$ cat src/verilog/cacheGeometryPkg.sv
// cache geometry: address split, storage sizes and the command and status structs of a way
`default_nettype none

package cacheGeometryPkg;

   // ############################
   // address fields and data words
   // ############################
   typedef logic [4:0]  tagT;
   typedef logic [7:0]  indexT;
   typedef logic [2:0]  offsetT;
   typedef logic [15:0] wordT;
   typedef logic [15:0] addrT;

   // four 16-bit words per line, one per memory bank
   localparam int lineWords = 4;
   localparam int numSets   = 2 ** $bits(indexT);

   // word position inside a line, also the bank number
   typedef logic [$clog2(lineWords)-1:0] wordSelT;

   // byte address split into its cache fields
   typedef struct packed {
      tagT    tag;
      indexT  index;
      offsetT offset;
   } addrFieldsT;

   // ############################
   // controller to way, way to policy
   // ############################

   // command shared by both ways; write is gated per way afterwards
   typedef struct packed {
      logic   enable;
      logic   compare;
      logic   write;
      tagT    tag;
      indexT  index;
      offsetT offset;
      wordT   dataIn;
   } cacheCmdT;

   // what one way reports for the addressed set and word
   typedef struct packed {
      logic hit;
      logic valid;
      logic dirty;
      tagT  tagOut;
      wordT dataOut;
   } wayStatusT;

endpackage

`default_nettype wire

$ cat src/verilog/wayPolicy.sv
// wayPolicy: picks the way for each access, keeps the victim bit and muxes the way outputs
`timescale 1ns/1ns
`default_nettype none

module wayPolicy (
   input  wire logic                        clk,
   input  wire logic                        rstN,
   input  wire cacheGeometryPkg::wayStatusT way0,
   input  wire cacheGeometryPkg::wayStatusT way1,
   input  wire logic                        cmdWrite,
   input  wire logic                        updateSelect,
   input  wire logic                        flipVictim,
   output logic                             wayWrite0,
   output logic                             wayWrite1,
   output logic                             lookupHit,
   output logic                             victimDirty,
   output cacheGeometryPkg::tagT            victimTag,
   output cacheGeometryPkg::wordT           dataOut
);

   logic                        pickWay;
   logic                        selWay;
   logic                        victimBit;
   cacheGeometryPkg::wayStatusT chosen;

   // hit way first, then an invalid way (way0 first), then the victim
   always_comb begin
      if (way0.hit) begin
         pickWay = 1'b0;
      end else if (way1.hit) begin
         pickWay = 1'b1;
      end else if (!way0.valid) begin
         pickWay = 1'b0;
      end else if (!way1.valid) begin
         pickWay = 1'b1;
      end else begin
         // victim bit as the next access sees it after this cycle's flip
         pickWay = victimBit ^ flipVictim;
      end
   end

   // ############################
   // select and victim registers
   // ############################
   always_ff @(posedge clk or negedge rstN) begin
      if (!rstN) begin
         selWay    <= 1'b0;
         victimBit <= 1'b0;
      end else begin
         // choice is held for the whole access
         if (updateSelect) begin
            selWay <= pickWay;
         end
         // flips once per finished access
         if (flipVictim) begin
            victimBit <= ~victimBit;
         end
      end
   end

   // only the held way sees the write
   assign wayWrite0 = cmdWrite & ~selWay;
   assign wayWrite1 = cmdWrite & selWay;

   assign lookupHit = way0.hit | way1.hit;

   // everything the controller and the requester read comes from the held way
   assign chosen      = selWay ? way1 : way0;
   assign victimDirty = chosen.dirty;
   assign victimTag   = chosen.tagOut;
   assign dataOut     = chosen.dataOut;

endmodule

`default_nettype wire
$ cat config.mk
export PLATFORM = sky130hd
export DESIGN_NAME = wayPolicy
export DESIGN_NICKNAME = d
export VERILOG_FILES = /design/src/verilog/cacheGeometryPkg.sv /design/src/verilog/wayPolicy.sv
export SDC_FILE = /design/constraint.sdc
export NUM_CORES = 1
export LEC_CHECK = 0
export ABC_AREA = 1
export BUFFER_PORTS_ARGS = -buffer_cell sky130_fd_sc_hd__clkbuf_2
export CAP_MARGIN = 0
export CORE_MARGIN = 10
export CORE_UTILIZATION = 28
export CTS_CLUSTER_SIZE = 40
export DETAILED_ROUTE_END_ITERATION = 8
export PLACE_DENSITY_LB_ADDON = 0.3
export SLEW_MARGIN = 20
export SYNTH_ARGS = -nofsm -noshare
export SYNTH_HDL_FRONTEND = slang
export SYNTH_SLANG_ARGS = --single-unit
$ cat constraint.sdc
create_clock -name clk -period 1.48 [get_ports clk]
set_input_delay 0.296 -clock clk [delete_from_list [all_inputs] [get_ports clk]]
set_output_delay 0.296 -clock clk [all_outputs]
set_load 0.005 [all_outputs]
=== Word level (Yosys, flattened, before mapping) ===
Cells that the tools add are included.

* Output and inout bits: 25
* Input bits: 53
* Bits in registers: 2
* Logic and storage cells: 13

* Mux-type cells: 5
* Bitwise operators: 6

{| class="wikitable"
|+ Operators by type and width
! kind !! count
|-
| $mux 22 || 1
|-
| $mux 1 || 4
|-
| $and 1x1->1 || 2
|-
| $not 1->1 || 2
|-
| $or 1x1->1 || 1
|-
| $xor 1x1->1 || 1
|}

=== Logic depth before layout (Yosys ltp) ===
* Depth after elaboration: 5
* Gate-level depth with buffers: 7
* Mapped depth without buffers: 7

=== Worst setup path before layout ===
OpenSTA, ideal clock, no wires.

* Path kind: flip-flop to output port
* Start: reg selWay
* End: out dataOut[10]
* Path buffers: 2
* Stages on the path, launching flop included: 4
* Setup slack: 0.266 ns
* Data arrival time: 0.918 ns
* Data required time: 1.184 ns
* Path through: dfrtp_1 > buf_6 > buf_12 > mux2_4

* Longest elaborated chain between the ends: 1

{| class="wikitable"
|+ Ends and longest elaborated chain
! what !! line !! RTL
|-
| from (decl) || wayPolicy.sv:22 || <nowiki>logic selWay;</nowiki>
|-
| from (signal assigned) || wayPolicy.sv:52 || <nowiki>selWay <= pickWay;</nowiki>
|-
| $mux 22 || wayPolicy.sv:68 || <nowiki>assign chosen = selWay ? way1 : way0;</nowiki>
|-
| to (decl) || wayPolicy.sv:18 || <nowiki>output cacheGeometryPkg::wordT dataOut</nowiki>
|}

Every way passes these cells.

=== Final worst setup path ===
* Start: reg selWay
* End: out dataOut[0]

Same word-level chain as after synthesis.

==> key figures <==
STA
  – Minimum clock period: between 1.5 and 2 ns
  – Final period util: 105%
  – Tightest Pin Transition: around 0.12 ns
  – Final hold violations: 0
  – Slew Limit Fails: 0
  – Fin worst setup slack: -0.0705 ns
  – Slew margin rel.: around 90%
  – RSZ-0062 raised after global routing: yes
  – Fmax: 645 MHz
  – Layout Skew: around 0.00072 ns
  – Worst hold margin: between 0.2 and 0.3 ns
  – # setup viols final: 22

Run status
  – Outcome: finished, violations left
  – Failing checks: negative setup slack

CTS
  – Clk_lat worst skew: between 0.2 and 0.25 ns
  – Max Buffers Root-to-Sink: 2
  – Clock sink count: 2
  – Clock-pin slew on the worst setup and hold paths: about 0.030 ns
  – Htree depth: 1
  – CTS tree: done
  – Clock Tree Root: clkbuf_4
  – Num CTS Buffers: 3

Setup path
  – Crit Path Class: reg -> out
  – CP Capture Type: output port
  – FF-to-FF path depth: 6
  – Crit path from: selWay$_DFFE_PN0P_
  – R2r setup slk: about 0.63 ns
  – Crit-path cells: buf_12 -> mux2_2 -> clkbuf_2
  – RR Startpoint: victimBit$_DFFE_PN0P_
  – CP max-delay cell: dfrtp_2
  – Element type at the critical path start: flip-flop
  – CP required: about 1.2 ns
  – R2R Path End: selWay$_DFFE_PN0P_
  – Max stage delay on crit path: ~0.4 ns
  – Arr. time, crit path: 1.25 ns
  – Max FO, Critical Path: 15

Routing
  – Residual DRC: 0
  – Vias: between 600 and 700
  – Uppermost routed layer: met4
  – DRT met1 WL: between 600 and 700 µm
  – Vias/cell: approximately 4.4
  – Metal3 WL: about 500 µm
  – DR WL/cell: between 10 and 15 µm
  – Routed WL: approximately 2.1 mm
  – Iter 0 DRT Violations: 17
  – DR WL met2: between 800 and 900 µm
  – Final ANT Viol Nets: 0
  – Drt pass-1 iters: 3

GRT
  – Global-route wire length before repair: approximately 2.8 mm
  – Antenna violations before repair: 0
  – Vias in the first global route: roughly 640
  – Gr usage total: 10.0%
  – Largest net degree at the start of global routing: 16
  – Global route overflow: 0

Layout
  – Share of layout cells above drive strength 1: ~84%
  – Layout Cells excl Fill: roughly 140
  – Area growth syn-to-layout: 92.0%
  – Antenna diodes: 0
  – Core Util, Final: about three fifths
  – Fin area: between 900 and 1000 µm²
  – Fillers: about 150
  – Most common cell after layout, fill and taps aside: clkbuf_2
  – Post-layout nets: roughly 180
  – Most frequent cells in the layout: 77 x clkbuf_2, 19 x mux2_4, 9 x nand2_1

Power and ir drop
  – Internal power: around 360 µW
  – P_leak: approximately 0.6 nW
  – Peak supply drop: a little under 0.5 mV
  – Combinational share of power: a little over three fifths
  – Sw frac: between 20 and 30%
  – PD cells: between 500 and 600 nW/µm²
  – Reg power frac: between 10% and 20%
  – Clock network power share: 24.1%
  – P_sw: about 150 µW

Min path
  – Worst hold endpoint: victimBit$_DFFE_PN0P_
  – WHS Path Cells: 3
  – Worst min path class: in -> reg
  – HP Start: flipVictim

Die
  – FP Rows: 14
  – Ports: 78
  – Die span in y: 61.5 µm
  – Die width: about 62 µm
  – Die area: around 3800 µm²
  – Core Area: 1580 µm²
  – Starting density of the core: between 30% and 40%

Logic synthesis
  – Post-synthesis cell area: slightly below 500 µm²
  – Syn_area_per_cell: 10.5 µm²
  – Yosys warning count: 0
  – Largest area contributor in the netlist: mux2_4
  – Post-synthesis cell type count: 11
  – Register area share after synthesis: between 10% and 20%
  – Synth Instances: 46
  – Top cells by area, synth: mux2_4 53%, mux2_2 12%, dfrtp_1 10%
  – Yosys top cell area share: between 50% and 60%
  – Seq cells post-synth: 2
  – Net Count, Synth: 99

Place
  – RD Place Congestion: 0.663
  – Number of port buffers: 77
  – Placed cell count: around 140
  – Pre-CTS WS: around 0.15 ns
  – HPWL after DPL: about 1.9 mm
  – Dpl cell area: between 800 and 900 µm²

Flow run
  – Maxcap violations: 0
[synth_stat cells, drive strengths merged]
master  number
buf          3
dfrtp        2
inv          6
mux2        22
nand2        9
nand3        1
nor2         2
or2          1
[flip-flops by register name, summed over array words and instances, names as in the netlist]
name and flops:
victimBit 1, selWay 1
[critical path: cells and delay by family, from the launching register on]
kind / cells / cell delay (ns)
DFF: 1 / 0.40
muxes: 1 / 0.34
buffers and inverters: 2 / 0.28
[per-stage QoR]
| stage | total power [mW] | setup TNS, ns |
|---|---|---|
| 2_1_floorplan | 0.245 | 0 |
| 3_3_place_gp | 0.375 | 0 |
| 3_5_place_dp | 0.382 | 0 |
| 4_1_cts | 0.524 | -1.25 |
| 5_1_grt | 0.550 | -1.61 |
| 6_report | 0.514 | -0.933 |
[what timing repair did]
item | CTS | global route
setup buffers | 1 | 0
hold buffers | 1 | 0
gates resized for setup | 2 | 2
hold endpoints to repair | 2 | 0
gates cloned | 1 | 0
setup endpoints to repair | 21 | 22
[power by group through the flow]
stage	clock network (mW)	registers, mW	logic [mW]
floorplan	0	0.0649	0.180
global placement	0	0.0678	0.307
detailed placement	0	0.0681	0.314
CTS	0.130	0.0695	0.325
finish	0.124	0.0693	0.321
global route	0.129	0.0702	0.350
[layout make-up]
type,count,area [µm²],area share [%]
inverter,6,22.5,2.43
clock buffer,3,22.5,2.43
tap,16,20.0,2.16
sequential,2,51.3,5.53
timing repair buffer,82,439,47.4
multi-input combinational,35,372,40.1
[kinds of logic after synthesis]
logic type	synth area share, %
multiplexers	64.5
flip-flops	10.4
buffers and inverters	14.2
AND/OR/NAND/NOR	10.9
[how the worst max path moves through the flow]
stage	to	slack [ns]	cells past startpoint
after floorplan	dataOut[10]	0.27	3
after global placement	dataOut[15]	0.15	3
after detailed placement	victimTag[0]	0.15	3
after CTS	dataOut[2]	-0.08	3
after global routing	dataOut[1]	-0.11	3
final	dataOut[0]	-0.07	3
[layer usage]
metal  vias up  track usage, %
met2        57            16.4
met4         0            5.73
li1        319               -
met3         2            8.23
met1       260            8.38
met5         -               0
No activity file was read; power rests on OpenSTA's default activity.
