### src/verilog/cacheGeometryPkg.sv
// cache geometry: address split, storage sizes and the command and status structs of a way
`default_nettype none

package cacheGeometryPkg;

   // ############################
   // address fields and data words
   // ############################
   typedef logic [4:0]  tagT;
   typedef logic [7:0]  indexT;
   typedef logic [2:0]  offsetT;
   typedef logic [15:0] wordT;
   typedef logic [15:0] addrT;

   // four 16-bit words per line, one per memory bank
   localparam int lineWords = 4;
   localparam int numSets   = 2 ** $bits(indexT);

   // word position inside a line, also the bank number
   typedef logic [$clog2(lineWords)-1:0] wordSelT;

   // byte address split into its cache fields
   typedef struct packed {
      tagT    tag;
      indexT  index;
      offsetT offset;
   } addrFieldsT;

   // ############################
   // controller to way, way to policy
   // ############################

   // command shared by both ways; write is gated per way afterwards
   typedef struct packed {
      logic   enable;
      logic   compare;
      logic   write;
      tagT    tag;
      indexT  index;
      offsetT offset;
      wordT   dataIn;
   } cacheCmdT;

   // what one way reports for the addressed set and word
   typedef struct packed {
      logic hit;
      logic valid;
      logic dirty;
      tagT  tagOut;
      wordT dataOut;
   } wayStatusT;

endpackage

`default_nettype wire

### src/verilog/memCtrlPkg.sv
// miss controller and memory definitions: FSM states, memory request and bank timing
`default_nettype none

package memCtrlPkg;

   // ############################
   // bank timing
   // ############################

   // cycles from an accepted read to data on memData
   localparam int readLatency    = 2;
   // cycles a bank stays busy after any accepted access
   localparam int bankBusyCycles = 4;

   typedef logic [$clog2(bankBusyCycles+1)-1:0] busyCountT;

   // row inside one bank, taken from addr bits 15..3
   typedef logic [$bits(cacheGeometryPkg::addrT)-4:0] bankRowT;
   localparam int bankRows = 2 ** $bits(bankRowT);

   // ############################
   // controller
   // ############################
   typedef enum logic [4:0] {
      idle,
      compRead,
      compWrite,
      evict0,
      evict1,
      evict2,
      evict3,
      fill0,
      fill1,
      fill2Write0,
      fill3Write1,
      write2,
      write3,
      finalWrite,
      writeDone,
      hitDone
   } ctrlStateT;

   // levels toward the banked memory, held while stall is high
   typedef struct packed {
      logic                   rd;
      logic                   wr;
      cacheGeometryPkg::addrT addr;
      cacheGeometryPkg::wordT data;
   } memReqT;

endpackage

`default_nettype wire

### src/verilog/missController.sv
// missController: FSM for lookups, dirty-line eviction, line fill and the delayed write
`timescale 1ns/1ns
`default_nettype none

module missController (
   input  wire logic                   clk,
   input  wire logic                   rstN,
   input  wire logic                   rd,
   input  wire logic                   wr,
   input  wire cacheGeometryPkg::addrT addr,
   input  wire cacheGeometryPkg::wordT dataIn,
   input  wire logic                   lookupHit,
   input  wire logic                   victimDirty,
   input  wire cacheGeometryPkg::tagT  victimTag,
   input  wire cacheGeometryPkg::wordT memData,
   input  wire logic                   memStall,
   output cacheGeometryPkg::cacheCmdT  cacheCmd,
   output logic                        updateSelect,
   output logic                        flipVictim,
   output memCtrlPkg::memReqT          memReq,
   output logic                        done,
   output logic                        stall,
   output logic                        cacheHit
);

   memCtrlPkg::ctrlStateT       state;
   memCtrlPkg::ctrlStateT       nextState;
   cacheGeometryPkg::addrFieldsT req;
   cacheGeometryPkg::wordSelT   memWord;
   cacheGeometryPkg::wordSelT   cacheWord;
   logic                        isEvict;
   logic                        isFillRead;
   logic                        isFillWrite;
   logic                        isReady;

   // a request counts only with exactly one of rd and wr
   function automatic memCtrlPkg::ctrlStateT startState(input logic rdReq, input logic wrReq);
      if (rdReq == wrReq) begin
         return memCtrlPkg::idle;
      end
      return rdReq ? memCtrlPkg::compRead : memCtrlPkg::compWrite;
   endfunction

   // word address of one line position
   function automatic cacheGeometryPkg::addrT wordAddr(input cacheGeometryPkg::tagT lineTag,
                                                       input cacheGeometryPkg::indexT lineIdx,
                                                       input cacheGeometryPkg::wordSelT word);
      return {lineTag, lineIdx, word, 1'b0};
   endfunction

   assign req = addr;

   // ############################
   // state register
   // ############################
   always_ff @(posedge clk or negedge rstN) begin
      if (!rstN) begin
         state <= memCtrlPkg::idle;
      end else begin
         state <= nextState;
      end
   end

   // state groups
   assign isEvict     = state inside {memCtrlPkg::evict0, memCtrlPkg::evict1,
                                      memCtrlPkg::evict2, memCtrlPkg::evict3};
   assign isFillRead  = state inside {memCtrlPkg::fill0, memCtrlPkg::fill1,
                                      memCtrlPkg::fill2Write0, memCtrlPkg::fill3Write1};
   // cache writes trail the bank reads by two states, matching readLatency
   assign isFillWrite = state inside {memCtrlPkg::fill2Write0, memCtrlPkg::fill3Write1,
                                      memCtrlPkg::write2, memCtrlPkg::write3};
   assign isReady     = state inside {memCtrlPkg::idle, memCtrlPkg::hitDone,
                                      memCtrlPkg::writeDone};

   // word positions per state, memory side and cache side
   always_comb begin
      case (state)
         memCtrlPkg::evict1, memCtrlPkg::fill1:       memWord = 2'd1;
         memCtrlPkg::evict2, memCtrlPkg::fill2Write0: memWord = 2'd2;
         memCtrlPkg::evict3, memCtrlPkg::fill3Write1: memWord = 2'd3;
         default:                                     memWord = 2'd0;
      endcase
      case (state)
         memCtrlPkg::evict1, memCtrlPkg::fill3Write1: cacheWord = 2'd1;
         memCtrlPkg::evict2, memCtrlPkg::write2:      cacheWord = 2'd2;
         memCtrlPkg::evict3, memCtrlPkg::write3:      cacheWord = 2'd3;
         default:                                     cacheWord = 2'd0;
      endcase
   end

   // ############################
   // next state
   // ############################
   always_comb begin
      nextState = state;
      case (state)
         memCtrlPkg::idle: nextState = startState(rd, wr);
         memCtrlPkg::compRead, memCtrlPkg::compWrite: begin
            if (lookupHit) begin
               nextState = memCtrlPkg::hitDone;
            end else if (victimDirty) begin
               nextState = memCtrlPkg::evict0;
            end else begin
               nextState = memCtrlPkg::fill0;
            end
         end
         // memory states wait out a busy bank
         memCtrlPkg::evict0: if (!memStall) nextState = memCtrlPkg::evict1;
         memCtrlPkg::evict1: if (!memStall) nextState = memCtrlPkg::evict2;
         memCtrlPkg::evict2: if (!memStall) nextState = memCtrlPkg::evict3;
         memCtrlPkg::evict3: if (!memStall) nextState = memCtrlPkg::fill0;
         memCtrlPkg::fill0: if (!memStall) nextState = memCtrlPkg::fill1;
         memCtrlPkg::fill1: if (!memStall) nextState = memCtrlPkg::fill2Write0;
         memCtrlPkg::fill2Write0: if (!memStall) nextState = memCtrlPkg::fill3Write1;
         memCtrlPkg::fill3Write1: if (!memStall) nextState = memCtrlPkg::write2;
         memCtrlPkg::write2: nextState = memCtrlPkg::write3;
         // write miss still has its own word to store
         memCtrlPkg::write3: nextState = wr ? memCtrlPkg::finalWrite : memCtrlPkg::writeDone;
         memCtrlPkg::finalWrite: nextState = memCtrlPkg::writeDone;
         // back-to-back requests skip idle
         memCtrlPkg::writeDone, memCtrlPkg::hitDone: nextState = startState(rd, wr);
         default: nextState = memCtrlPkg::idle;
      endcase
   end

   // ############################
   // cache and memory commands
   // ############################
   always_comb begin
      // cache idles on the bank-only read states
      cacheCmd.enable  = (state != memCtrlPkg::fill0) && (state != memCtrlPkg::fill1);
      cacheCmd.compare = state inside {memCtrlPkg::compRead, memCtrlPkg::compWrite,
                                       memCtrlPkg::finalWrite};
      cacheCmd.write   = state inside {memCtrlPkg::compWrite, memCtrlPkg::finalWrite};
      cacheCmd.tag     = req.tag;
      cacheCmd.index   = req.index;
      cacheCmd.offset  = req.offset;
      cacheCmd.dataIn  = dataIn;

      memReq.rd   = 1'b0;
      memReq.wr   = 1'b0;
      memReq.addr = wordAddr(req.tag, req.index, memWord);
      memReq.data = dataIn;

      // victim words go out under the victim's own tag
      if (isEvict) begin
         cacheCmd.offset = {cacheWord, 1'b0};
         memReq.wr       = 1'b1;
         memReq.addr     = wordAddr(victimTag, req.index, memWord);
      end
      if (isFillRead) begin
         memReq.rd = 1'b1;
      end
      // fill words land clean under the request tag
      if (isFillWrite) begin
         cacheCmd.write  = 1'b1;
         cacheCmd.offset = {cacheWord, 1'b0};
         cacheCmd.dataIn = memData;
      end
   end

   // requester side
   assign stall        = ~isReady;
   assign done         = (state == memCtrlPkg::hitDone) || (state == memCtrlPkg::writeDone);
   assign cacheHit     = state == memCtrlPkg::hitDone;
   assign flipVictim   = done;
   // way choice is taken whenever a new request can be seen
   assign updateSelect = isReady;

endmodule

`default_nettype wire

### config.mk
export PLATFORM = sky130hd
export DESIGN_NAME = missController
export DESIGN_NICKNAME = d
export VERILOG_FILES = /design/src/verilog/cacheGeometryPkg.sv /design/src/verilog/memCtrlPkg.sv /design/src/verilog/missController.sv
export SDC_FILE = /design/constraint.sdc
export NUM_CORES = 1
export LEC_CHECK = 0
export BUFFER_PORTS_ARGS = -buffer_cell sky130_fd_sc_hd__buf_2
export CORE_AREA = 2 2 61 63
export DETAILED_ROUTE_END_ITERATION = 7
export DIE_AREA = 0 0 63 65
export GPL_ROUTABILITY_DRIVEN = 0
export HOLD_SLACK_MARGIN = 0.08
export PLACE_DENSITY_LB_ADDON = 0.05
export SYNTH_ARGS = -nofsm -noshare
export SYNTH_HDL_FRONTEND = slang
export SYNTH_SLANG_ARGS = --single-unit
### constraint.sdc
create_clock -name clk -period 3.2 [get_ports clk]
set_input_delay 0.32 -clock clk [delete_from_list [all_inputs] [get_ports clk]]
set_output_delay 0.32 -clock clk [all_outputs]
set_load 0.02 [all_outputs]
# Yosys cells after proc, flatten, opt, wreduce, memory -nomap -nowiden
# Index checks and enable logic that the tools add are counted.
# totals
register_bits	5
latch_bits	0
mem_bits_rw	0
romBits	0
elab_cells	72
memories	0
# op_classes
add_sub_neg	0
multipliers	0
div_mod_pow	0
order_cmp	0
eq_ne	26
shifts	0
n_mux	26
bitwise_logic	1
reduce_logical	18
# op_table
op	count
5-bit one-hot mux with 14 select lines	1
5-bit two-way mux	11
5-bit by 4-bit == test with 1-bit output, second input constant	8
5-bit by 3-bit == test with 1-bit output, second input constant	4
19-bit two-way mux	1
17-bit two-way mux	1
2-bit != test, second input constant	8
2-bit OR reduction	8
2-bit one-hot mux with 3 select lines	2
4-bit nonzero test	3
5-bit by 2-bit == test with 1-bit output, second input constant	2
8-bit AND reduction	1
3-bit two-way mux	2
3-bit nonzero test	2
5-bit by 1-bit == test with 1-bit output, second input constant	1
5-bit zero test	1
1-bit two-way mux	5
5-bit by 3-bit != test with 1-bit output, second input constant	1
5-bit by 4-bit != test with 1-bit output, second input constant	1
2-bit two-way mux	2
4-bit two-way mux	1
2-bit nonzero test	1
1-bit == test	1
1-bit logical AND	1
2 further kinds	2

# Depth between registers and ports, before layout
# depth
ltp_word	5
ltp_mapped	6
ltp_nobuf	4

# Worst setup path after synthesis
# No wires, ideal clock.
# synth_path
path_type	reg2out
from	reg state[1]
to	out updateSelect
arrival_ns	1.398
t_required_ns	2.880
path_slack_ns	1.482
path_stages_with_launch	5
cell_sequence	dfrtp_1 -> buf_6 -> and3_1 -> a21oi_1 -> inv_1
# synth_via
elab_chain_len	2
elab_cells_between_ends	4
cone_classes	eq/ne: 2; reduce/logical: 2
# synth_rtl
item	line_no	rtl
start, declared	missController.sv:26	memCtrlPkg::ctrlStateT state;
start signal, assigned	missController.sv:58	state <= memCtrlPkg::idle;
start signal, assigned	missController.sv:60	state <= nextState;
5-bit by 4-bit == test with 1-bit output / 5-bit zero test (equally long branches)	missController.sv:72	assign isReady = state inside {memCtrlPkg::idle, memCtrlPkg::hitDone,
3-bit nonzero test *	missController.sv:72	
end, declared	missController.sv:18	output logic updateSelect,
# Mark *: on every way between the ends. The rest lies on a longest branch, timed or not.

==> summary.txt <==
Pwr
  • Final total power: 1.58 mW
  • Power density cells: 1010 nW/µm²
  • Worst VDD drop: 0.440 mV
  • Leakage: 0.866 nW

Finish
  • Max reg flops: 4
  • Total Nets Final: 284
  • Final design utilization: 44.5%
  • Most flop-heavy register: state
  • Diode count: 0
  • Register Area: 100 µm²
  • Cell area after layout: 1560 µm²
  • Layout Cells excl Fill: 270
  • Top Registers: state: 4 flops
  • Multi-input logic area: 785 µm²
  • Share of layout cells above drive strength 1: 64.4%
  • FILL cells: 404
  • Syn-to-layout area delta: 20.2%

Clocking
  • CTS Root Cell: clkbuf_4
  • Worst skew pair latency: 0.23 ns
  • TritonCTS Buffers: 3
  • Hold Buf Count CTS: 1
  • Cts repair resizes: 0
  • CTS H-tree depth: 1
  • CTS tree: yes
  • Clock Sink Count: 4
  • Setup Buffers After CTS: 0
  • Worst-path clk slew: 0.04 ns
  • Clock Tree Buf Depth: 2

Route
  • Vias/cell: 4.83
  • DRC Markers: 0
  • DR iter-0 viols: 6
  • WL final: 3.26 mm
  • Via count: 1304
  • WL per Instance: 12.1 µm
  • TritonRoute pass-1 iters: 4
  • Detail Route Antenna Nets: 0

Logic synthesis
  • Synth Register Bits: 4
  • Average size of a mapped cell: 8.14 µm²
  • Top cells by count, synth: 44 x buf_4, 12 x mux2_2, 9 x a21oi_1, 9 x mux2_4, 9 x nor2_1
  • Cell taking the most area after synthesis: buf_4
  • Synthesized instance count: 159
  • Register area share after synthesis: 7.74%
  • Top-count cell post-synth: buf_4
  • Post-synthesis cell area: 1290 µm²
  • Asr flop ratio synth: 100%
  • Post-synth top area share: 25.5%
  • Yosys warns: 0
  • Synth cell types: 43
  • Post-synth top flop: dfrtp_1
  • Number of flops mapped to enable cells by yosys: 0
  • Syn nets: 219
  • Main area contributors after synthesis: buf_4 26%, mux2_4 10%, mux2_2 10%, dfrtp_1 7.7%, a21oi_1 3.5%

Setup path
  • Crit start category: flip-flop
  • Worst Path Class, Setup: reg2out
  • R2R depth: 4
  • Maximum fanout along the worst path: 19
  • Worst path max stage delay: 0.77 ns
  • Reg-to-Reg End: state[0]
  • Reg2Reg Launch Point: state[3]
  • Reg2reg setup slack: 1.29 ns
  • Slowest CP cell: dfrtp_1
  • Worst Setup SP: state[0]
  • Arrival @ worst endpoint: 2.22 ns
  • CP required: 2.88 ns
  • CP cell instances: nand2_1 > xnor2_2 > nor2_4 > mux2_2 > buf_2
  • Crit. End Element: output port

Timing
  • Worst-margin pin slew: 0.901 ns
  • Relative slew margins: 39.9%
  • Min cycle time layout: 2.54 ns
  • Clk_skew: 0.00273 ns
  • Hold Violations, Final: 0
  • Tcrit/Tclk final: 79.5%
  • RSZ-0062 raised after global routing: false
  • Setup Viol. Count Final: 0
  • Final setup TNS: 0 ns
  • Fmax achieved: 393 MHz
  • Max Slew Vio Count: 0

Global route
  • All-Layer GR Usage: 14.4%
  • Vias in the first global route: 1176
  • Largest net degree at the start of global routing: 25
  • Antenna violations before repair: 0
  • Total grt overflow: 0
  • First-pass GRT wire length: 5.00 mm

Die
  • I/O pin cnt: 134
  • Die area: 4100 µm²
  • Starting Density: 37.0%
  • Core ar.: 3500 µm²
  • Num rows: 22
  • DIE HEIGHT: 65 µm
  • Die width: 63 µm

Run
  • Max-cap viol count: 0

Placed design
  • Placed cell count: 266
  • Post-DP Area: 1520 µm²
  • Port buffer count: 108
  • HPWL Detailed: 2.72 mm

Hold path
  • Worst hold path type: in2async

Run status
  • Outcome: finished, final reports clean
-- metrics by stage --
stage | hold WS, ns | setup slack, ns
after global placement | 0.130 | 0.949
final | 0.423 | 0.657
after floorplan | 0.0244 | 1.48
after CTS | 0.417 | 0.643
after detailed placement | 0.130 | 0.908
after global routing | 0.426 | 0.486
-- metal layers --
metal / part of all wire [%] / wire, µm / GRT usage, % / vias to the layer above
met2: 51 / 1660 / 27.8 / 69
met1: 38 / 1250 / 15.4 / 596
li1: - / - / - / 639
met5: 0 / 0 / 0 / -
met3: 11 / 350 / 4.69 / 0
met4: 0 / 0 / 2.50 / 0
-- worst max path at each step --
| stage | end | slack [ns] | depth (start not counted) |
|---|---|---|---|
| 6_report | memReq[27] | 0.66 | 5 |
| 5_1_grt | memReq[27] | 0.49 | 5 |
| 4_1_cts | memReq[27] | 0.64 | 5 |
| 3_5_place_dp | memReq[27] | 0.91 | 5 |
| 3_3_place_gp | memReq[30] | 0.95 | 5 |
| 2_1_floorplan | updateSelect | 1.48 | 4 |
-- logic make-up (layout without fill, tap and decap cells) --
kind of cell / Yosys count / after routing / share of synthesized area [%]
other: 1 / 1 / 0.290
AND/OR/NAND/NOR: 36 / 36 / 15.8
multiplexers: 21 / 21 / 20.9
flip-flops: 4 / 4 / 7.74
XOR/XNOR: 5 / 5 / 4.55
AO/OA/AOI/OAI: 35 / 35 / 19.1
buffers and inverters: 57 / 120 / 31.6
-- critical path: cells and delay by family, from the launching register on --
family        cells  cell delay, ns
xor+xnor          1            0.22
buf+inv           1            0.16
flops             1            0.77
mux               1            0.36
simple gates      2            0.48
-- where the power goes --
part           switching (mW)  leakage [nW]  total (mW)  internal, mW
Combinational           0.752         0.806        1.31         0.558
Sequential              0.128        0.0464       0.203        0.0752
Clock                  0.0199        0.0138      0.0618        0.0419
Total                   0.900         0.866        1.58         0.675
-- final cells by class --
cell class | instances | area share, %
multi-input cells | 98 | 50.4
well taps | 48 | 3.86
clock buffers | 3 | 1.45
inverters | 6 | 1.45
repair buffers | 111 | 36.4
flip-flops and latches | 4 | 6.44
-- cell usage in the layout, fill, tap and decap left out, types with 2 or more instances in the layout --
| cell | netlist | routed |
|---|---|---|
| o221ai_1 | 2 | 2 |
| mux2_2 | 12 | 12 |
| buf_4 | 44 | 2 |
| nor2_1 | 9 | 9 |
| a211o_1 | 2 | 2 |
| nor3_1 | 6 | 6 |
| a21oi_1 | 9 | 9 |
| xnor2_2 | 2 | 2 |
| clkbuf_4 | 0 | 3 |
| nor2b_1 | 3 | 3 |
| nand2b_1 | 2 | 2 |
| mux2_4 | 9 | 9 |
| buf_2 | 3 | 108 |
| o31ai_1 | 3 | 3 |
| nand2_1 | 7 | 7 |
| dfrtp_1 | 4 | 4 |
| o21ai_0 | 4 | 4 |
| a31oi_1 | 2 | 2 |
| xnor2_1 | 3 | 3 |
| and3_1 | 2 | 2 |
| inv_1 | 5 | 5 |
| o22ai_1 | 3 | 3 |
(Power assumes the default switching activity.)
